`src/rtl/pe_defs.svh`:
```
`ifndef PE_DEFS_SVH
`define PE_DEFS_SVH

// array geometry
`define PE_ROWS     36
`define PE_COLS     256
`define PE_GROUP    8   // columns per weight
`define PE_GROUPS   32
`define PE_X_BITS   6   // column count width
`define PE_PLANES   8

// datapath
`define PE_ACC_BITS 22
`define PE_BUS_BITS 8

`endif
```
`src/rtl/pe_data_pkg.sv`:
```
package pe_data_pkg;

	`include "pe_defs.svh"

	typedef logic [`PE_ROWS-1:0]     row_vec_t;  // one bit plane
	typedef logic [`PE_BUS_BITS-1:0] bus_byte_t;
	typedef logic [2:0]              plane_idx_t;

	// count of column c at [c*X_BITS +: X_BITS]
	typedef logic [`PE_COLS*`PE_X_BITS-1:0] col_vec_t;

	typedef logic [`PE_ACC_BITS-1:0] acc_t;
	typedef acc_t [`PE_GROUPS-1:0]   acc_arr_t;

	typedef logic [3:0] trunc_t;
	typedef logic [6:0] pe_id_t;
	typedef logic [5:0] send_idx_t; // 0 is the id beat

endpackage

```
`src/rtl/pe_ctrl_pkg.sv`:
```
package pe_ctrl_pkg;

	typedef enum logic [1:0] {
		MODE_NONE    = 2'b00,
		MODE_COMPUTE = 2'b01,
		MODE_READ    = 2'b10,
		MODE_WRITE   = 2'b11 // not supported, ignored
	} work_mode_e;

	typedef enum logic [1:0] {
		ST_IDLE = 2'd0,
		ST_LOAD = 2'd1, // collecting operand bytes
		ST_RUN  = 2'd2
	} pe_state_e;

endpackage

```
`src/rtl/operand_loader.sv`:
```
`timescale 1ns/1ps
`include "pe_defs.svh"

module operand_loader
	import pe_ctrl_pkg::*;
	import pe_data_pkg::*;
(
	input  logic                          clk,
	input  logic                          rst_n,
	input  logic                          cs_n,
	input  logic                          cvalid,
	input  work_mode_e                    work_mode,
	input  bus_byte_t                     wdata,
	input  logic                          wdata_valid,
	input  logic                          send_done,
	output logic                          wdata_busy,
	output logic                          pe_busy,
	output logic                          load_done,
	output work_mode_e                    mode,
	output bus_byte_t [`PE_ROWS-1:0]      cache_rows
);

	pe_state_e  state;
	logic [5:0] byte_cnt;
	logic       cmd_ok;
	logic       take;

	always_comb begin
		case (work_mode)
			MODE_COMPUTE, MODE_READ: cmd_ok = !cs_n && cvalid;
			MODE_NONE, MODE_WRITE:   cmd_ok = 1'b0;
			default:                 cmd_ok = 1'b0;
		endcase
	end

	assign wdata_busy = (state != ST_LOAD);
	assign pe_busy    = (state != ST_IDLE);
	assign load_done  = (state == ST_RUN);
	assign take       = wdata_valid && !wdata_busy;

	always_ff @(posedge clk or negedge rst_n) begin
		if (!rst_n) begin
			state    <= ST_IDLE;
			mode     <= MODE_NONE;
			byte_cnt <= '0;
		end else begin
			case (state)
				ST_IDLE: begin
					byte_cnt <= '0;
					if (cmd_ok) begin
						mode  <= work_mode;
						state <= ST_LOAD;
					end
				end
				ST_LOAD: if (take) begin
					byte_cnt <= byte_cnt + 6'd1;
					if (byte_cnt == 6'(`PE_ROWS - 1))
						state <= ST_RUN; // last operand byte
				end
				ST_RUN: if (send_done) state <= ST_IDLE;
				default: state <= ST_IDLE;
			endcase
		end
	end

	// byte 0 at index 0
	always_ff @(posedge clk) begin
		if (state == ST_IDLE)
			cache_rows <= '0;
		else if (take)
			cache_rows[byte_cnt] <= wdata;
	end

	// result stream only ends during a run
	a_done_in_run: assert property (@(posedge clk) disable iff (!rst_n)
		send_done |-> state == ST_RUN);

endmodule

```
`config.mk`:
```
export PLATFORM = sky130hd
export DESIGN_NAME = operand_loader
export DESIGN_NICKNAME = d
export VERILOG_FILES = /design/src/rtl/pe_data_pkg.sv /design/src/rtl/pe_ctrl_pkg.sv /design/src/rtl/operand_loader.sv
export VERILOG_INCLUDE_DIRS = /design/src /design/src/rtl
export SDC_FILE = /design/constraint.sdc
export NUM_CORES = 1
export LEC_CHECK = 0
export BUFFER_PORTS_ARGS = -buffer_cell sky130_fd_sc_hd__buf_2
export CAP_MARGIN = 10
export CORE_UTILIZATION = 56
export DETAILED_ROUTE_END_ITERATION = 8
export PLACE_DENSITY = 0.85
export RECOVER_POWER = 25
export SETUP_SLACK_MARGIN = 0.1
export SYNTH_ARGS = -nofsm -noshare
export SYNTH_HDL_FRONTEND = slang
export SYNTH_SLANG_ARGS = --single-unit
```
`constraint.sdc`:
```
create_clock -name clk -period 3.45 [get_ports clk]
set_clock_uncertainty 0.15 [all_clocks]
set_input_delay 0.1725 -clock clk [delete_from_list [all_inputs] [get_ports clk]]
set_output_delay 0.1725 -clock clk [all_outputs]
set_load 0.02 [all_outputs]
```
Yosys cells after proc, flatten, opt, wreduce, memory -nomap -nowiden --
Cells that the tools add are included.
Cells by class: equality and inequality tests 11, add/sub/neg operators 1, magnitude comparators 2, reductions and logical operators 14, multiplexer cells 11
Operators with widths (number):
- $bwmux 288 | 1
- $demux 8 s6 | 1
- $pmux 6 s2 | 1
- $mux 2 | 4
- $mux 8 | 1
- $ne 2x2->1 const B | 4
- $lt 6x7->1 const B | 1
- $add 6x1->6 const B | 1
- $eq 2x2->1 const B | 3
- $eq 6x6->1 const B | 1
- $ge 6x1->1 const B | 1
- $mux 6 | 1
- $pmux 2 s3 | 1
- $eq 2x1->1 const B | 2
- $logic_not 2->1 | 2
- $reduce_and 2->1 | 2
- $reduce_and 4->1 | 1
- $reduce_bool 2->1 | 2
- $reduce_or 2->1 | 2
- $logic_and 1x1->1 | 3
- $logic_not 1->1 | 2
- $ne 2x1->1 const B | 1
- $pmux 1 s2 | 1
Word-level totals: bits in registers 298, output and inout port bits 293, input bits 16

Longest topological paths before layout --
depth after elaboration 5, gate-level depth with buffers 7, depth with buffers taken out 4

Worst setup path before layout --
Ideal clock, no wire load.
path kind reg2reg, start register state[1], end register mode[0], buffers on the path 1, setup slack 1.660 ns, arrival 1.515 ns, required time 3.175 ns, cell stages (with the launch flop) 5, library setup time 0.125 ns, period minus slack after synthesis 1.790 ns, cell sequence dfrtp_1 > or2_1 > clkbuf_1 > or4b_4 > mux2_4
Between the ends: cells in the longest elaborated chain, start to end 2
RTL lines:
- start, declared | line operand_loader.sv:23 | pe_state_e state;
- start signal, assigned | line operand_loader.sv:43 | state <= ST_IDLE;
- start signal, assigned | line operand_loader.sv:52 | state <= ST_LOAD;
- start signal, assigned | line operand_loader.sv:58 | state <= ST_RUN;
- $logic_not 2->1 | line operand_loader.sv:47 | case (state)
- $reduce_and 2->1 (no line)
- end signal, assigned | line operand_loader.sv:51 | mode <= work_mode;
- end, declared | line operand_loader.sv:19 | output work_mode_e mode,
No other way between the ends. A chain may end at the register's enable or synchronous reset.

Worst setup path in the final report --
start register state[0], end register mode[0]
Same word-level chain as after synthesis.

==> impl_metrics.py <==
metrics = {
    "run_status": {
        "outcome": "completed",
    },
    "min_path": {
        "holdCritPathClass": "input port to flip-flop",
    },
    "clocking": {
        "cts_hold_buf": 11,
        "cts_buffers": 29,
        "cts_sinks": 298,
        "cts-root-buf": "clkbuf_16",
        "clk_pin_slew_ns": 0.06,
        "cts_tree": "built",
        "post_cts_buffers": 0,
        "insertion_delay_ns": 0.53,
        "cts_resized": 0,
        "ctsHtreeMaxLevel": 1,
        "cts_buffer_depth": 3,
    },
    "sta": {
        "fmax_mhz": 380,
        "min_period_ns": 2.63,
        "finalMaxSlewViolations": 0,
        "relSlewSlack_pct": 34.5,
        "fin_crit_sh_pct": 76.2,
        "setup_violations": 0,
        "hold_viol": 0,
        "tns_ns": 0,
        "rsz0062_at_grt": "no",
        "tightest_slew_ns": 0.982,
    },
    "yosys": {
        "synth_nets": 1065,
        "syn_avg_cell_area_um2": 10.7,
        "ys_dominant_reg_cell": "dfxtp_1",
        "netlist-cell-type-count": 43,
        "synth.area.top_cells": "dfxtp_1 51%, mux2i_1 26%, nand2_1 10%",
        "synthArstFlopShare_pct": 3.36,
        "synth_seq_cells": 298,
        "ys.warnings.count": 0,
        "yosysTopAreaCell": "dfxtp_1",
        "yosysTopAreaCellShare_pct": 51.5,
        "seq_area_frac_synth_pct": 53.7,
        "synth_area_um2": 11200,
        "synthCells": 1048,
        "synth_edf_count": 0,
    },
    "floorplan": {
        "die_x_um": 143,
        "dieArea_um2": 20600,
        "initial_core_util_pct": 57.4,
        "io_pins": 309,
        "rows": 51,
        "fp.dieH_um": 143,
        "core_area_um2": 19500,
    },
    "pwr": {
        "leakage_nw": 8.06,
        "ir_worst_vdd_mv": 0.815,
        "power.density_nw_per_um2": 1200,
    },
    "drt": {
        "drcViolationCount": 0,
        "wl_um": 29500,
        "antenna_left": 0,
        "dr_total_vias": 8543,
        "wl_per_cell_um": 18.2,
        "via_per_inst": 5.26,
        "drt_first_pass_iters": 4,
        "drt_iter0_markers": 382,
    },
    "flow_run": {
        "cap_violations": 0,
    },
    "placed_design": {
        "dp_hpwl_um": 19300,
        "gp_congestion": 0.852,
        "dp_cells": 1560,
        "io_buffers": 308,
    },
    "worst_setup_path": {
        "required_ns": 3.72,
        "criticalPathCategory": "flip-flop to flip-flop",
        "worstPathMaxFanout": 12,
        "end_kind": "flip-flop",
        "arrival_ns": 2.90,
        "cp-start-kind": "flip-flop",
    },
    "layout": {
        "antenna_cells": 0,
        "area_growth_pct": 22.7,
        "drive_above_1_share_pct": 20.5,
        "final_common_cell": "nand2_1",
        "final_nets": 1354,
        "final_cell_mix": "297 x nand2_1, 289 x mux2i_1, 288 x dfxtp_1",
        "fin_cells": 1623,
    },
    "global_routing": {
        "grt_pass1_wl_um": 45000,
        "grt_usage_pct": 28.2,
        "antenna_found_initial": 0,
        "grt_max_degree": 136,
        "grt_pass1_vias": 8265,
        "grt_overflow": 0,
    },
}
[routing by layer]
metal	GRT usage [%]	share of wire [%]	vias up
met5	0	0	-
met4	9.41	2.6	0
met3	7.46	7.2	56
met2	47.3	48	282
met1	35.1	43	4129
li1	-	-	4076
[synthesized netlist by cell type, types with 2 or more instances]
cell and count:
nand3_2 23, or3_1 2, dfrtp_1 10, o21ai_0 7, buf_4 10, a21oi_1 2
mux2i_1 289, inv_1 4, nor3_4 4, buf_2 36, nor2b_1 3, nand3_4 6
nand2b_1 2, dfxtp_1 288, nand2_1 301, clkbuf_1 31, and3_1 3, and4bb_2 2
[state kept, by name (all words and copies together) (netlist names)]
signal and cells:
mode 2, cache_rows 288, state 2, byte_cnt 6
[critical path, stage by stage, from the launching register on]
cell           delay, ns
dfrtp_1             0.51
or2_4               0.37
or4b_4              0.55
dlygate4sd3_1       0.63
mux2_4              0.31
[power by group]
part | internal (mW) | switching, mW
combinational | 2.40 | 4.99
sequential | 5.18 | 0.926
clock | 1.78 | 1.28
total | 9.36 | 7.19
[per-stage QoR]
stage	worst slack (ns)	area (µm²)	util (%)	power [mW]	hold WS (ns)
floorplan	1.66	11200	-	11.1	-0.273
global placement	1.06	12900	66.0	13.4	-0.0950
detailed placement	0.940	12900	66.0	13.7	-0.104
CTS	0.831	13900	71.3	16.8	0.0281
global route	0.766	13800	70.4	17.6	0.0512
finish	0.821	13800	70.4	16.6	0.0530
[cell families (layout without fill, tap and decap cells)]
| kind of cell | count (synthesis) | in the layout | share of synthesized area [%] |
|---|---|---|---|
| adders and majority gates | 1 | 1 | 0.112 |
| and+or+nand+nor | 363 | 363 | 16.0 |
| buffers and inverters | 82 | 392 | 3.48 |
| AOI/OAI and AO/OA | 13 | 13 | 0.692 |
| xor gates and xnor gates | 1 | 1 | 0.0782 |
| muxes | 290 | 290 | 26.0 |
| DFF | 298 | 298 | 53.7 |
[cell type report]
cell class / count / area (µm²)
clock buffers: 49 / 911
clock inverters: 3 / 15.0
fillers: 1560 / 5780
inverters: 4 / 15.0
multi-input cells: 668 / 4820
flip-flops and latches: 298 / 6020
well taps: 265 / 332
repair buffers: 336 / 1640
[path summary, 6_finish.rpt]
path / startpoint / end / slack [ns] / depth (start not counted)
worst max-delay path: state[0] / mode[0] / 0.82 / 4
worst min-delay path: wdata[1] / cache_rows[81] / 0.05 / 4
worst max register to register: state[0] / mode[0] / 0.82 / 4
worst min register to register: cache_rows[15] / cache_rows[15] / 0.31 / 2
max in group asynchronous: rst_n / byte_cnt[3] / 2.27 / 3
min in group asynchronous: rst_n / byte_cnt[2] / 0.56 / 3
Note: power is estimated with default switching activity, not from simulation.
