## config.mk

```make
export PLATFORM = sky130hd
export DESIGN_NAME = bit_plane_driver
export DESIGN_NICKNAME = d
export VERILOG_FILES = /design/src/rtl/pe_data_pkg.sv /design/src/rtl/bit_plane_driver.sv
export VERILOG_INCLUDE_DIRS = /design/src /design/src/rtl
export SDC_FILE = /design/constraint.sdc
export NUM_CORES = 1
export LEC_CHECK = 0
export BUFFER_PORTS_ARGS = -buffer_cell sky130_fd_sc_hd__buf_4
export CORE_AREA = 2 2 132 134
export CTS_CLUSTER_SIZE = 12
export DETAILED_ROUTE_END_ITERATION = 12
export DIE_AREA = 0 0 134 136
export PLACE_DENSITY = 0.68
export REMOVE_ABC_BUFFERS = 1
export SLEW_MARGIN = 20
export SYNTH_ARGS = -nofsm -noshare
export SYNTH_HDL_FRONTEND = slang
export SYNTH_SLANG_ARGS = --single-unit
export TNS_END_PERCENT = 1
```

## constraint.sdc

```tcl
create_clock -name clk -period 2.1 [get_ports clk]
set_input_delay 0.63 -clock clk [delete_from_list [all_inputs] [get_ports clk]]
set_output_delay 0.63 -clock clk [all_outputs]
set_load 0.02 [all_outputs]
```

## src/rtl/pe_defs.svh

```systemverilog
`ifndef PE_DEFS_SVH
`define PE_DEFS_SVH

// array geometry
`define PE_ROWS     36
`define PE_COLS     256
`define PE_GROUP    8   // columns per weight
`define PE_GROUPS   32
`define PE_X_BITS   6   // column count width
`define PE_PLANES   8

// datapath
`define PE_ACC_BITS 22
`define PE_BUS_BITS 8

`endif
```

## src/rtl/pe_data_pkg.sv

```systemverilog
package pe_data_pkg;

	`include "pe_defs.svh"

	typedef logic [`PE_ROWS-1:0]     row_vec_t;  // one bit plane
	typedef logic [`PE_BUS_BITS-1:0] bus_byte_t;
	typedef logic [2:0]              plane_idx_t;

	// count of column c at [c*X_BITS +: X_BITS]
	typedef logic [`PE_COLS*`PE_X_BITS-1:0] col_vec_t;

	typedef logic [`PE_ACC_BITS-1:0] acc_t;
	typedef acc_t [`PE_GROUPS-1:0]   acc_arr_t;

	typedef logic [3:0] trunc_t;
	typedef logic [6:0] pe_id_t;
	typedef logic [5:0] send_idx_t; // 0 is the id beat

endpackage

```

## src/rtl/bit_plane_driver.sv

```systemverilog
`timescale 1ns/1ps
`include "pe_defs.svh"

module bit_plane_driver
	import pe_data_pkg::*;
(
	input  logic                     clk,
	input  logic                     rst_n,
	input  logic                     load_done,
	input  bus_byte_t [`PE_ROWS-1:0] cache_rows,
	input  logic                     pim_ready,
	output row_vec_t                 xin,
	output logic                     pulse_in,
	output logic                     rst_pe_rram,
	output plane_idx_t               plane,
	output logic                     pim_rise,
	output logic                     pim_fall
);

	logic       pim_d1, pim_d2;
	logic       load_d;
	logic       start;
	logic       fire;
	plane_idx_t next_plane;
	row_vec_t   row_bits;

	always_ff @(posedge clk or negedge rst_n) begin
		if (!rst_n) begin
			pim_d1 <= 1'b0;
			pim_d2 <= 1'b0;
			load_d <= 1'b0;
		end else begin
			pim_d1 <= pim_ready; // async from array
			pim_d2 <= pim_d1;
			load_d <= load_done;
		end
	end

	assign pim_rise   = pim_d1 & ~pim_d2;
	assign pim_fall   = pim_d2 & ~pim_d1;
	assign start      = load_done & ~load_d;
	assign fire       = start | (load_done & pim_fall & (plane != 3'(`PE_PLANES - 1)));
	assign next_plane = start ? '0 : plane + 3'd1;

	// byte 0 lands in the msb
	always_comb begin
		for (int r = 0; r < `PE_ROWS; r++)
			row_bits[`PE_ROWS-1-r] = cache_rows[r][next_plane];
	end

	always_ff @(posedge clk or negedge rst_n) begin
		if (!rst_n) begin
			plane    <= '0;
			pulse_in <= 1'b0;
			xin      <= '0;
		end else if (!load_done) begin
			plane    <= '0;
			pulse_in <= 1'b0;
			xin      <= '0;
		end else begin
			pulse_in <= fire;
			if (fire) begin
				plane <= next_plane;
				xin   <= row_bits;
			end
		end
	end

	// one low cycle after each evaluation, low in reset
	always_ff @(posedge clk or negedge rst_n) begin
		if (!rst_n)
			rst_pe_rram <= 1'b0;
		else
			rst_pe_rram <= ~pim_rise;
	end

	a_single_pulse: assert property (@(posedge clk) disable iff (!rst_n)
		pulse_in |=> !pulse_in);

endmodule

```

# Yosys cells after proc, flatten, opt, wreduce, memory -nomap -nowiden
# Cells that the tools add are included.
# totals
register_bits	44
input_bits	292
memories	0
rom_bits	0
mem_bits_rw	0
out_inout_bits	43
word_cells	99
latchBits	0
# op_classes
eq_ne	2
n_shift	0
mux	78
n_reduce_logical	0
n_bitwise	10
order_cmp	1
div	0
n_addsub	1
n_mul	0
# ops
cell	count
$bmux 1 s3	36
$mux 36	2
$mux 1	37
$mux 3	3
$and 1x1->1	5
$lt 3x4->1 const B	1
$not 1->1	4
$add 3x1->3 const B	1
$ne 3x3->1 const B	1
$ne 2x1->1 const B	1
$or 1x1->1	1

# Depth between registers and ports, before layout
# logic_depth
depth_word	7
mapped_depth	8
ltp_nobuf	6

# Worst setup path before layout
# OpenSTA, ideal clock, no wires.
# synth_path
kind	reg2reg
startpoint	register plane[0]
endpoint	register xin[0]
required_ns	1.996
path_stages_with_launch	9
t_arrival_ns	1.903
slack_ns	0.094
n_path_buf	2
synth_period_minus_slack_ns	2.006
setup_ns	0.104
cell_sequence	dfrtp_1 > ha_1 > ha_1 > nor3b_4 > and4_4 > buf_12 > buf_12 > o221ai_2 > o311ai_1
# synth_between
elab_chain_cells	6
word_cells_on_any_way	10
cone_classes	1 x add/sub; 2 x eq/ne; 5 x mux; 2 x bitwise
# synth_rtl
item	line_no	source
from (decl)	bit_plane_driver.sv:15	output plane_idx_t plane,
from (signal assigned)	bit_plane_driver.sv:63	plane <= next_plane;
$add 3x1->3	bit_plane_driver.sv:43	assign next_plane = start ? '0 : plane + 3'd1;
$mux 3	bit_plane_driver.sv:43	
$bmux 1 s3	bit_plane_driver.sv:48	row_bits[`PE_ROWS-1-r] = cache_rows[r][next_plane];
$mux 1 (implied by the code)	bit_plane_driver.sv:48	
$mux 36	bit_plane_driver.sv:62	if (fire) begin
$mux 36	bit_plane_driver.sv:56	end else if (!load_done) begin
to (signal assigned)	bit_plane_driver.sv:64	xin <= row_bits;
to (decl)	bit_plane_driver.sv:12	output row_vec_t xin,
# Parallel ways exist; a longest one is shown, timed or not. The select of a mux whose other input is x is not followed.
# A chain may end at the register's enable or synchronous reset.

# Final worst setup path
# layout_path
startpoint	register plane[0]
endpoint	output port plane[0]
# No word-level cell between the ends.

==> results_dict.tcl <==
set metrics [dict create \
    outcome "complete, no violations" \
    cp-end-kind "primary output" \
    area_growth_pct 61.9 \
    final_nets 1155 \
    fin_cells 1087 \
    synth_area_um2 4810 \
    drtIter0Drc 284 \
    cp_num_buf_inv 3 \
    critical_path_class "flop to primary output" \
    critPathRequiredTime_ns 1.47 \
    power_leakage_nw 3.39 \
    track_usage 0.205 \
    crit_cells 3 \
    r2r-end "xin[14]" \
    synthCells 559 \
    yosysSeqAreaShare 0.229 \
    async_flop_share 1.00 \
    finalHoldViolations 0 \
    cts-buffers-inserted 5 \
    r2r-start "plane[0]" \
    ys_ff_latch 44 \
    timing.final.ws_setup_ns 0.0810 \
    clk_pin_slew_ns 0.08 \
    clock_latency_ns 0.30 \
    antenna_found_initial 0 \
    rsz0062_at_grt "false" \
    setup_viol 0 \
    ioPinCount 335 \
    grt_pass1_wl_mm 29.8 \
    synth-xor-area-share 0.00182 \
    core_um2 16900 \
    hpwl_mm 14.3 \
    dieArea_um2 18200 \
    synth_top_family_by_area "compound AO/OA/AOI/OAI gates" \
    layout-drive-gt1-share 0.550 \
    cp_slowest_cell "dfrtp_4" \
    worst_pin_slew_ns 0.424 \
    dp_slack_ns 0.124 \
    drv_cap 0 \
    relSlewSlack 0.717 \
    synth_top_area_cell "dfrtp_1" \
    wl_per_cell_um 17.8 \
    fp.dieW_um 134 \
    critPathMaxFanout 35 \
    place_congestion 0.767 \
    htree_num_levels 2 \
    worst_path_largest_cell_delay_ns 0.51 \
    drt-total-wl_mm 19.3 \
    dp_cells 1078 \
    yosys.area_share.simple 0.216 \
    row_count 48 \
    hold_class "input port to asynchronous set/reset pin" \
    finalCritPeriodShare 0.961 \
    p_per_area_nw_per_um2 402 \
    max_freq_mhz 495 \
    multi_input_area_um2 3360 \
    cts_root_buffer "clkbuf_16" \
    synth_cell_types 36 \
    layout.cells.most_common_list "340 x buf_4, 73 x a21oi_1, 71 x mux2_2" \
    irDropWorstVdd_mv 0.287 \
    path_delay_family "buffers and inverters" \
    holdWs_ns 0.255 \
    post-cts-setup-buffer-count 0 \
    synthMuxAreaShare 0.168 \
    cts_tree "done" \
    avgSynthCellArea_um2 8.61 \
    r2r_cells 7 \
    antenna_left 0 \
    dr.pass1.iters 4 \
    final_util 0.462 \
    io_buffers 334 \
    synth_top_flop_cell "dfrtp_1" \
    via_per_inst 5.16 \
    synth_top_area_frac 0.229 \
    yosys_warnings 0 \
    start_kind "flop" \
    r2r_slack_ns 0.10 \
    synth-compound-area-share 0.299 \
    startpoint "plane[0]" \
    synth-edff-count 0 \
    route.detailed.drc 0 \
    worstPathCellList "buf_8, buf_16, buf_4" \
    ff_latch_area_um2 1100 \
    grt_max_degree 88 \
    cts_hold_buf 0 \
    die_y_um 136 \
    final_common_cell "buf_4" \
    synth_fa_ha_area_frac 0.00520 \
    vias 5613 \
    grt_pass1_vias 5669 \
    nFillCells 1680 \
    slew_viol_final 0 \
    period_minus_slack_ns 2.02 \
    grt.overflow.total 0 \
    start_util 0.285 \
    arrival_ns 1.39 \
    fin_skew_ns 0.0109 \
    antennaDiodeCount 0 \
    synthTopCellsByArea "dfrtp_1 23%, mux2_2 17%, o221ai_2 9.0%" \
    cts_sinks 44 \
    critical_path.endpoint "plane[0]" \
    clock_path_buffers 2 \
]
==> what timing repair did <==
action                     CTS  global route
gates resized for setup      2             1
setup endpoints to repair    1             2
gates cloned                 1             0
==> per-stage QoR <==
| stage | setup TNS, ns | area, µm² | total power [mW] |
|---|---|---|---|
| after CTS | 0 | 7790 | 3.16 |
| after global routing | 0 | 7790 | 3.29 |
| after global placement | 0 | 7600 | 2.29 |
| final | 0 | 7790 | 3.13 |
| after detailed placement | 0 | 7600 | 2.30 |
| after floorplan | -202.66 | 4440 | 1.56 |
==> worst reg2reg max path: cells and delay by family (launching register included) <==
kind                     cells  cell delay, ns
buffers and inverters        1            0.20
AND/OR/NAND/NOR              2            0.55
adder cells (fa/ha/maj)      2            0.36
AO/OA/AOI/OAI                2            0.26
flip-flops                   1            0.51
==> cells in the mapped netlist (2+ instances only) <==
cell type / n
buf_12: 4
nor2_1: 38
buf_1: 5
mux2_2: 71
o221ai_1: 7
clkbuf_1: 17
clkbuf_2: 3
inv_1: 3
buf_2: 18
a21oi_1: 73
nor2b_1: 38
or3_1: 35
nand2_1: 37
nand2b_1: 37
o221ai_2: 29
o22ai_1: 35
o311ai_1: 31
buf_4: 8
dfrtp_1: 44
ha_1: 2
clkbuf_4: 5
o311ai_0: 5
==> final cells by class <==
cell class                 instances  area share
multi-input combinational        451       0.431
timing repair buffer             356       0.371
sequential                        44       0.142
tap                              225      0.0361
clock buffer                       5      0.0161
clock inverter                     3     0.00305
inverter                           3     0.00145
==> state kept, by name (all words and copies together) (netlist names) <==
| name | cells |
|---|---|
| pulse_in | 1 |
| rst_pe_rram | 1 |
| load_d | 1 |
| pim_d1 | 1 |
| pim_d2 | 1 |
| plane | 3 |
| xin | 36 |
==> worst min path at each step <==
stage               startpoint      end  slack (ns)
finish                   rst_n  xin[34]        0.25
global route             rst_n  xin[34]        0.29
CTS                      rst_n  xin[34]        0.28
detailed placement     xin[32]  xin[32]        0.48
global placement       xin[34]  xin[34]        0.47
floorplan                rst_n   load_d        0.33
==> power by group <==
group / internal (mW) / total (mW) / switching [mW]
Combinational: 0.739 / 1.31 / 0.575
Sequential: 0.924 / 0.970 / 0.0466
Clock: 0.445 / 0.845 / 0.401
==> logic make-up after synthesis <==
kind of cell,after synthesis
compound gates,184
xor+xnor,1
fa+ha+maj,2
buf+inv,64
flops,44
mux,72
simple gates,192
==> routing by layer <==
| metal | routed length, µm | part of all wire | vias to the layer above | track usage |
|---|---|---|---|---|
| met2 | 10200 | 0.53 | 222 | 0.386 |
| met4 | 283 | 0.015 | 0 | 0.0532 |
| li1 | - | - | 2720 | - |
| met5 | 0 | 0 | - | 0 |
| met1 | 7470 | 0.39 | 2650 | 0.236 |
| met3 | 1360 | 0.070 | 21 | 0.0395 |
(Power assumes the default switching activity.)
