File: src/rtl/pe_defs.svh
`ifndef PE_DEFS_SVH
`define PE_DEFS_SVH

// array geometry
`define PE_ROWS     36
`define PE_COLS     256
`define PE_GROUP    8   // columns per weight
`define PE_GROUPS   32
`define PE_X_BITS   6   // column count width
`define PE_PLANES   8

// datapath
`define PE_ACC_BITS 22
`define PE_BUS_BITS 8

`endif
File: src/rtl/pe_data_pkg.sv
package pe_data_pkg;

	`include "pe_defs.svh"

	typedef logic [`PE_ROWS-1:0]     row_vec_t;  // one bit plane
	typedef logic [`PE_BUS_BITS-1:0] bus_byte_t;
	typedef logic [2:0]              plane_idx_t;

	// count of column c at [c*X_BITS +: X_BITS]
	typedef logic [`PE_COLS*`PE_X_BITS-1:0] col_vec_t;

	typedef logic [`PE_ACC_BITS-1:0] acc_t;
	typedef acc_t [`PE_GROUPS-1:0]   acc_arr_t;

	typedef logic [3:0] trunc_t;
	typedef logic [6:0] pe_id_t;
	typedef logic [5:0] send_idx_t; // 0 is the id beat

endpackage

File: src/rtl/result_sender.sv
`timescale 1ns/1ps
`include "pe_defs.svh"

module result_sender
	import pe_data_pkg::*;
(
	input  logic      clk,
	input  logic      rst_n,
	input  acc_arr_t  sums,
	input  logic      sums_valid,
	input  pe_id_t    pe_id,
	input  trunc_t    trunc,
	input  logic      rdata_busy,
	output bus_byte_t rdata,
	output logic      rdata_valid,
	output logic      rdata_last,
	output logic      send_done
);

	localparam send_idx_t LAST_BEAT = 6'(`PE_GROUPS);

	logic       sv_d;
	logic       xfer;
	send_idx_t  beat;
	logic [4:0] grp;

	function automatic bus_byte_t trunc_sum(acc_t s, trunc_t t);
		if (t == 4'd15)
			return s[7:0];
		return {s[`PE_ACC_BITS-1], s[(`PE_ACC_BITS - 2 - t) -: 7]};
	endfunction

	assign xfer = rdata_valid & ~rdata_busy;
	assign grp  = beat[4:0] - 5'd1; // beat n carries sum n-1

	always_comb begin
		if (!rdata_valid)
			rdata = '0;
		else if (beat == '0)
			rdata = {1'b0, pe_id};
		else
			rdata = trunc_sum(sums[grp], trunc);
	end

	always_ff @(posedge clk or negedge rst_n) begin
		if (!rst_n) begin
			sv_d        <= 1'b0;
			beat        <= '0;
			rdata_valid <= 1'b0;
			rdata_last  <= 1'b0;
			send_done   <= 1'b0;
		end else begin
			sv_d      <= sums_valid;
			send_done <= 1'b0;
			if (sums_valid && !sv_d) begin
				rdata_valid <= 1'b1;
				beat        <= '0;
			end else if (xfer) begin
				if (beat == LAST_BEAT) begin
					rdata_valid <= 1'b0;
					rdata_last  <= 1'b0;
					send_done   <= 1'b1;
					beat        <= '0;
				end else begin
					beat       <= beat + 6'd1;
					rdata_last <= (beat == LAST_BEAT - 6'd1);
				end
			end
		end
	end

	a_last_beat: assert property (@(posedge clk) disable iff (!rst_n)
		rdata_last |-> rdata_valid && beat == LAST_BEAT);

endmodule

File: config.mk
export PLATFORM = sky130hd
export DESIGN_NAME = result_sender
export DESIGN_NICKNAME = d
export VERILOG_FILES = /design/src/rtl/pe_data_pkg.sv /design/src/rtl/result_sender.sv
export VERILOG_INCLUDE_DIRS = /design/src /design/src/rtl
export SDC_FILE = /design/constraint.sdc
export NUM_CORES = 1
export LEC_CHECK = 0
export CORE_AREA = 10 10 275 277
export DETAILED_ROUTE_END_ITERATION = 12
export DIE_AREA = 0 0 285 287
export DONT_BUFFER_PORTS = 1
export PLACE_DENSITY = 0.3
export SETUP_SLACK_MARGIN = 0.05
export SYNTH_ARGS = -nofsm -noshare
export SYNTH_HDL_FRONTEND = slang
export SYNTH_SLANG_ARGS = --single-unit
File: constraint.sdc
create_clock -name clk -period 4.9 [get_ports clk]
set_clock_uncertainty 0.15 [all_clocks]
set_input_delay 0.735 -clock clk [delete_from_list [all_inputs] [get_ports clk]]
set_output_delay 0.735 -clock clk [all_outputs]
set_load 0.03 [all_outputs]
-- Yosys cells after proc, flatten, opt, wreduce, memory -nomap -nowiden
Index checks and enable logic that the tools add are counted.
- register bits after elaboration: 10
- input bits: 719
- output and inout port bits: 11
- add/sub/neg operators: 3
- order comparisons: 1
- eq/ne operators: 3
- shift-type cells: 1
- mux-type cells: 19
- bitwise gates (word level): 3
- reductions and logical operators: 7
- operator list (cell ; number):
    $bmux W22 S5 ; 1
    $shiftx A28 B33 Y7 ; 1
    $mux W8 ; 4
    $mux W22 ; 1
    $mux W6 ; 3
    $mux W1 ; 10
    $add A6 B1 Y6 const B ; 1
    $eq A6 B5 Y1 const B ; 1
    $eq A6 B6 Y1 const B ; 1
    $logic_not A6 Y1 ; 1
    $lt A5 B6 Y1 const B ; 1
    $sub A5 B4 Y6 const A ; 1
    $sub A5 B1 Y5 const B ; 1
    $eq A4 B4 Y1 const B ; 1
    $reduce_and A2 Y1 ; 2
    $reduce_bool A2 Y1 ; 2
    $not A1 Y1 ; 2
    $and A1 B1 Y1 ; 1
    $logic_and A1 B1 Y1 ; 1
    $logic_not A1 Y1 ; 1

-- Depth between registers and ports, before layout
Gate-level depths: netlist of run 1.
- depth in word-level cells: 7
- mapped depth: 17

-- Worst setup path before layout of run 1
No wires, ideal clock.
- kind: reg-to-output
- start point: register beat[0]
- end point: output port rdata[3]
- arrival time: 3.976 ns
- setup slack: 0.039 ns
- cell stages (with the launch flop): 17
- buffers on the path: 6
- path through: dfrtp_1 > buf_2 > buf_2 > inv_1 > ha_1 > clkbuf_1 > buf_2 > buf_2 > buf_1 > mux4_2 > nor2_1 > o22ai_1 > nand4_1 > mux4_2 > mux2i_1 > a21oi_1 > nor3_1
- cells in the longest elaborated chain, start to end: 7
- RTL lines (what ; line ; text):
    start: declaration ; result_sender.sv:24 ; send_idx_t beat;
    start signal: assignment ; result_sender.sv:65 ; beat <= beat + 6'd1;
    $sub A5 B1 Y5 ; result_sender.sv:34 ; assign grp = beat[4:0] - 5'd1;
    $bmux W22 S5 ; result_sender.sv:42 ; rdata = trunc_sum(sums[grp], trunc);
    $mux W22 (implied by the code) ; result_sender.sv:42 ;
    $shiftx A28 B33 Y7 / $mux W8 (equally long branches) ; result_sender.sv:30, result_sender.sv:28 ;
    $mux W8 ; result_sender.sv:30 ; return {s[`PE_ACC_BITS-1], s[(`PE_ACC_BITS - 2 - t) -: 7]};
    $mux W8 * ; result_sender.sv:39 ; else if (beat == '0)
    $mux W8 * ; result_sender.sv:37 ; if (!rdata_valid)
    end: declaration ; result_sender.sv:14 ; output bus_byte_t rdata,
Mark *: on every way between the ends. The rest lies on a longest branch, timed or not. The select of a mux whose other input is x is not followed.

-- Final worst setup path of run 1
- start point: register beat[0]
- end point: output port rdata[2]
The elaborated chain is that of the path after synthesis.

==> flow_metrics.env, run 1 <==
export IMPL_status="complete, no violations"
export IMPL_dieArea_um2=81800
export IMPL_ys_flop_type="dfrtp_1"
export IMPL_worst_r2r_endpoint="beat[0]"
export IMPL_grt_use_met3=0.0530
export IMPL_vdd_drop_max_mv=0.141
export IMPL_crit_family="buffers and inverters"
export IMPL_clock_path_buffers=2
export IMPL_grt_busiest_layer="met2"
export IMPL_r2r_cells=5
export IMPL_slowest_delay_ns=0.49
export IMPL_p_per_area_nw_per_um2=460
export IMPL_critical_path_buf_inv_count=7
export IMPL_preCtsSetupSlack_ns=-0.151
export IMPL_required_ns=4.01
export IMPL_ios=730
export IMPL_use_met2=0.243
export IMPL_leakagePower_nw=3.14
export IMPL_syn_inst=797
export IMPL_antenna_left=0
export IMPL_synth_seq_cells=10
export IMPL_wl_mm=64.1
export IMPL_syn_area_per_cell_um2=9.44
export IMPL_post_route_period_util=0.966
export IMPL_cap_violations=0
export IMPL_drc=0
export IMPL_drv_slew=0
export IMPL_critPathMaxFanout=22
export IMPL_rsz0062_at_grt="no"
export IMPL_fin_ws_ns=0.168
export IMPL_path_class="reg2out"
export IMPL_place_hpwl_mm=53.8
export IMPL_wl_per_cell_um=36.2
export IMPL_htree_levels=1
export IMPL_hp_class="in2async"
export IMPL_tightest_slew_ns=1.00
export IMPL_cts_inserted_buffers=3
export IMPL_nets=1540
export IMPL_grt_antenna_before_repair=40
export IMPL_grt_first_pass_wirelength_mm=81.0
export IMPL_yosysTopAreaCellShare=0.527
export IMPL_critPathArrivalTime_ns=3.85
export IMPL_syn_nets=1521
export IMPL_die_h_um=287
export IMPL_hold_slack_ns=0.0470
export IMPL_cp_end_kind="output port"
export IMPL_areaGrowthSynthToFinish_pct=33.9
export IMPL_hold_viol=0
export IMPL_globalRouteTotalUtil=0.142
export IMPL_fp_row_count=97
export IMPL_start_util=0.108
export IMPL_cts_tree="yes"
export IMPL_first_iter_violations=605
export IMPL_cts_root_buf="clkbuf_16"
export IMPL_portBuffers=0
export IMPL_fin_crit_ns=4.73
export IMPL_slew_headroom=0.328
export IMPL_synth_edff_count=0
export IMPL_grt_max_degree=95
export IMPL_total_power_mw=4.63
export IMPL_drive_gt1_frac=0.433
export IMPL_crit_path_end="rdata[2]"
export IMPL_path_depth=16
export IMPL_clk_transition_reported_paths_ns=0.04
export IMPL_setup_viol=0
export IMPL_die_w_um=285
export IMPL_worstPathCellList="inv_4 > buf_6 > ha_4 > buf_12 > buf_6 > buf_16 > mux4_2 > nor2_1 > o22ai_1 > nand4_1 > buf_4 > mux4_2 > mux2i_1 > o2bb2ai_1 > o311a_1 > buf_12"
export IMPL_reg2reg_slack_ns=2.47
export IMPL_synth_top_cell_by_area="mux4_2"
export IMPL_gp_congestion=0.873
export IMPL_dr_pass1_iters=4
export IMPL_cts_num_sinks=10
export IMPL_synth_area_um2=7520
export IMPL_grt_overflow_total=0
export IMPL_synth_async_reset_ratio=1.00
export IMPL_synth_cell_type_count=58
export IMPL_regToRegStartpoint="beat[3]"
export IMPL_worstSetupStartpointType="register"
export IMPL_gr_usage_met1=0.170
export IMPL_core_area_um2=69800
export IMPL_cp_startpoint="beat[0]"
export IMPL_clock_latency_ns=0.23
export IMPL_crit_slowest_cell="dfrtp_4"
export IMPL_max_freq_ghz=0.211
export IMPL_first_global_vias=8491
export IMPL_vias=8066
export IMPL_yosysWarnings=0
export IMPL_seq_area_frac_synth=0.0333
export IMPL_vias_per_cell=4.56
export IMPL_synth_top_cells_by_area="mux4_2 (53%), nor2_1 (6.8%), nand2_1 (5.5%)"
==> cells in the mapped netlist (4+ instances only) <==
cell type,count
o21ai_0,23
or3_1,4
xor2_1,4
mux4_2,176
inv_1,5
nand2b_1,5
and3_1,4
nand2_1,111
o22ai_1,42
o211ai_1,9
nand3_1,39
a21oi_1,13
buf_1,8
dfrtp_1,10
o2111ai_1,13
mux2i_1,27
buf_4,13
mux2_2,4
nor3_1,5
xnor2_1,4
nand4_1,15
nor2b_1,5
buf_2,38
nor2_1,136
clkbuf_1,28
ha_1,5
==> through the flow <==
stage,std cells,cell area (um^2),utilization,setup TNS [ns]
2_1_floorplan,797,7530,-,0
3_3_place_gp,1728,9190,0.132,-0.153
3_5_place_dp,1728,9190,0.132,-0.186
4_1_cts,1745,9720,0.139,0
5_1_grt,1763,10100,0.144,0
6_report,1770,10100,0.144,0
==> power by group <==
group / leakage [nW] / switching [mW] / internal, mW / total, mW
Sequential: 0.128 / 0.00616 / 0.0887 / 0.0948
Clock: 0.0382 / 0.0385 / 0.109 / 0.148
Combinational: 2.98 / 2.38 / 2.00 / 4.39
Total: 3.14 / 2.43 / 2.20 / 4.63
==> cell families (layout without fill, tap and decap cells) <==
logic type      count (synthesis)  after routing  synth area share
other cells                     0             15                 0
buf+inv                        96            114            0.0627
flops                          10             10            0.0333
mux                           207            207             0.569
simple gates                  333            333             0.190
xor+xnor                        9              9            0.0115
compound gates                137            137             0.126
fa+ha+maj                       5              5           0.00832
==> what timing repair did <==
item,4_1_cts,5_1_grt
gates cloned,6,4
pin swaps,5,14
hold buffers,0,0
setup endpoints to repair,7,7
buffers inserted,7,6
resized for setup,40,37
==> sequential cells by signal, summed over array words and instances (netlist names) <==
| name | count |
|---|---|
| beat | 6 |
| rdata_last | 1 |
| rdata_valid | 1 |
| send_done | 1 |
| sv_d | 1 |
==> layer usage <==
| layer | routed length [um] | vias to the layer above |
|---|---|---|
| met2 | 31800 | 534 |
| li1 | - | 3287 |
| met4 | 865 | 30 |
| met3 | 5840 | 66 |
| met1 | 25300 | 4149 |
| met5 | 213 | - |
==> worst min path at each step <==
| stage | start | to | slack (ns) | depth (start not counted) |
|---|---|---|---|---|
| CTS | rst_n | beat[0] | 0.04 | 0 |
| global route | rst_n | beat[0] | 0.04 | 0 |
| finish | rst_n | beat[0] | 0.05 | 0 |
| global placement | rst_n | sv_d | 0.29 | 0 |
| detailed placement | rst_n | sv_d | 0.29 | 0 |
| floorplan | rst_n | beat[0] | 0.29 | 0 |
==> cell usage in the layout, fill, tap and decap left out, drive strengths merged, types with 4 or more instances in the layout <==
cell,n
a21oi,13
and3,4
buf,96
clkbuf,8
dfrtp,10
diode,15
ha,5
inv,7
mux2,4
mux2i,27
mux4,176
nand2,111
nand2b,5
nand3,39
nand4,15
nor2,137
nor2b,5
nor3,5
o2111ai,13
o211ai,9
o21ai,26
o22ai,42
o311ai,4
or3,4
xnor2,4
xor2,5
==> final cells by class <==
| class | instances | area [um^2] |
|---|---|---|
| flip-flops and latches | 10 | 254 |
| inverters | 7 | 28.8 |
| clock buffers | 4 | 78.8 |
| well taps | 940 | 1180 |
| repair buffers | 103 | 1300 |
| fillers | 7886 | 59700 |
| multi-input cells | 691 | 7190 |
| diodes | 15 | 37.5 |
No activity file was read; power rests on OpenSTA's default activity.
==> inputs of run 2 (changes only) <==
--- a/config.mk
+++ b/config.mk
@@ -10,6 +10,7 @@
 export DETAILED_ROUTE_END_ITERATION = 12
 export DIE_AREA = 0 0 285 287
 export DONT_BUFFER_PORTS = 1
+export GPL_TIMING_DRIVEN = 0
 export PLACE_DENSITY = 0.3
 export SETUP_SLACK_MARGIN = 0.05
 export SYNTH_ARGS = -nofsm -noshare
==> run 2 against run 1 <==
The flow now finishes with violations (setup timing). Wire length is 7.2% higher. Sequential share of layout area shrank 0.18 points. Fmax is 7.3% lower. Combinational power increased by 9.3%. Final cell count grew 3.8%. Critical path depth shrank 1. Via count grew 5.7%. Power up 9.5%.
==> flow_metrics.env, run 2 (synthesized netlist as in run 1, its figures left out) <==
export IMPL_leakagePower_nw=3.45
export IMPL_n_fill_cell=7805
export IMPL_hold_viol=0
export IMPL_clock_latency_ns=0.24
export IMPL_p_per_area_nw_per_um2=475
export IMPL_worstPathCellList="buf_6 > buf_12 > clkinvlp_4 > buf_4 > ha_4 > buf_12 > buf_6 > nand4_1 > a41oi_4 > a2111o_1 > buf_6 > mux4_2 > mux2i_4 > o211ai_1 > a21oi_4"
export IMPL_path_class="reg2out"
export IMPL_cts_tree="yes"
export IMPL_fin_crit_ns=5.10
export IMPL_slew_headroom=0.230
export IMPL_cts_inserted_buffers=3
export IMPL_core_area_um2=69800
export IMPL_preCtsSetupSlack_ns=-2.59
export IMPL_layout_commonest_cell="mux4_2"
export IMPL_place_hpwl_mm=60.9
export IMPL_cp_end_kind="output port"
export IMPL_grt_first_pass_wirelength_mm=88.1
export IMPL_drive_gt1_frac=0.499
export IMPL_regToRegStartpoint="beat[0]"
export IMPL_setup_viol=5
export IMPL_critPathArrivalTime_ns=4.22
export IMPL_drc=0
export IMPL_post_route_period_util=1.04
export IMPL_critPathMaxFanout=10
export IMPL_vias_per_cell=4.64
export IMPL_clock_path_buffers=2
export IMPL_cap_violations=0
export IMPL_first_global_vias=9113
export IMPL_htree_levels=1
export IMPL_start_util=0.108
export IMPL_gp_congestion=0.901
export IMPL_placed_cell_area_um2=8740
export IMPL_drv_slew=0
export IMPL_clk_transition_reported_paths_ns=0.05
export IMPL_grt_overflow_total=0
export IMPL_die_h_um=287
export IMPL_dieArea_um2=81800
export IMPL_cts_root_buf="clkbuf_16"
export IMPL_fin_area_um2=10700
export IMPL_cts_num_sinks=10
export IMPL_tightest_slew_ns=1.15
export IMPL_max_freq_ghz=0.196
export IMPL_worst_r2r_endpoint="beat[5]"
export IMPL_reg2reg_slack_ns=0.01
export IMPL_fin_ws_ns=-0.205
export IMPL_status="complete, but fails checks"
export IMPL_vias=8525
export IMPL_critical_path_buf_inv_count=7
export IMPL_hp_class="in2async"
export IMPL_holdBufCountCts=0
export IMPL_areaGrowthSynthToFinish_pct=42.0
export IMPL_grt_antenna_before_repair=38
export IMPL_die_w_um=285
export IMPL_final_cell_mix="mux4_2 (176), nor2_1 (127), nand2_1 (108)"
export IMPL_critPathMostFrequentCell="buf_6"
export IMPL_ios=730
export IMPL_antenna_left=0
export IMPL_globalRouteTotalUtil=0.156
export IMPL_r2r_cells=35
export IMPL_worstSetupStartpointType="register"
export IMPL_wl_per_cell_um=37.4
export IMPL_top_register="beat"
export IMPL_slowest_delay_ns=0.48
export IMPL_violations="setup timing"
export IMPL_setup_tns_ns=-0.538
export IMPL_crit_family="compound AO/OA/AOI/OAI gates"
export IMPL_nets=1606
export IMPL_first_iter_violations=775
export IMPL_fp_row_count=97
export IMPL_required_ns=4.01
export IMPL_grt_max_degree=11
export IMPL_crit_slowest_cell="mux4_2"
export IMPL_portBuffers=0
export IMPL_wl_mm=68.7
export IMPL_dr_pass1_iters=4
export IMPL_hold_slack_ns=0.0364
export IMPL_rsz0062_at_grt="yes"
export IMPL_largest_register_ffs=6
export IMPL_vdd_drop_max_mv=0.127
-- run 2: what timing repair did --
| action | in CTS | in global routing |
|---|---|---|
| setup buffers | 63 | 17 |
| endpoints found under the setup margin | 8 | 10 |
| gates resized for setup | 200 | 74 |
| cloned | 0 | 1 |
| pin swaps | 28 | 25 |
-- run 2: metal layers --
layer / GRT usage / up-vias / wire, um
met1: 0.201 / 4449 / 28800
met4: 0.0183 / 22 / 764
met3: 0.0400 / 67 / 5300
met2: 0.267 / 565 / 33700
met5: 0 / - / 144
li1: - / 3422 / -
-- run 2: worst max-delay path by stage --
stage	slack, ns	end	cells past startpoint	start
finish	-0.20	rdata[6]	15	beat[0]
global route	-0.27	rdata[4]	14	beat[0]
CTS	-0.19	rdata[4]	15	beat[0]
detailed placement	-2.59	rdata[0]	16	beat[0]
global placement	-2.55	rdata[0]	16	beat[0]
floorplan	0.09	rdata[0]	16	beat[0]
-- run 2: cell type report --
type                       instances  area [um^2]  area share
clock buffer                       4         88.8     0.00832
inverter                           7         30.0     0.00281
timing repair buffer              81          691      0.0647
tap                              940         1180       0.110
antenna                           16         40.0     0.00375
sequential                        10          250      0.0234
buffer                            88          832      0.0779
multi-input combinational        691         7570       0.709
-- run 2: per-stage QoR --
stage / total power [mW] / std cells / utilization
after floorplan: 2.36 / 797 / -
after global placement: 3.80 / 1737 / 0.125
after detailed placement: 3.81 / 1740 / 0.125
after CTS: 4.82 / 1806 / 0.146
after global routing: 5.41 / 1827 / 0.153
final: 5.07 / 1837 / 0.153
-- run 2: where the power goes --
part | internal [mW] | switching [mW]
registers | 0.0877 | 0.0108
logic | 2.10 | 2.70
clock network | 0.124 | 0.0460
total | 2.31 | 2.76
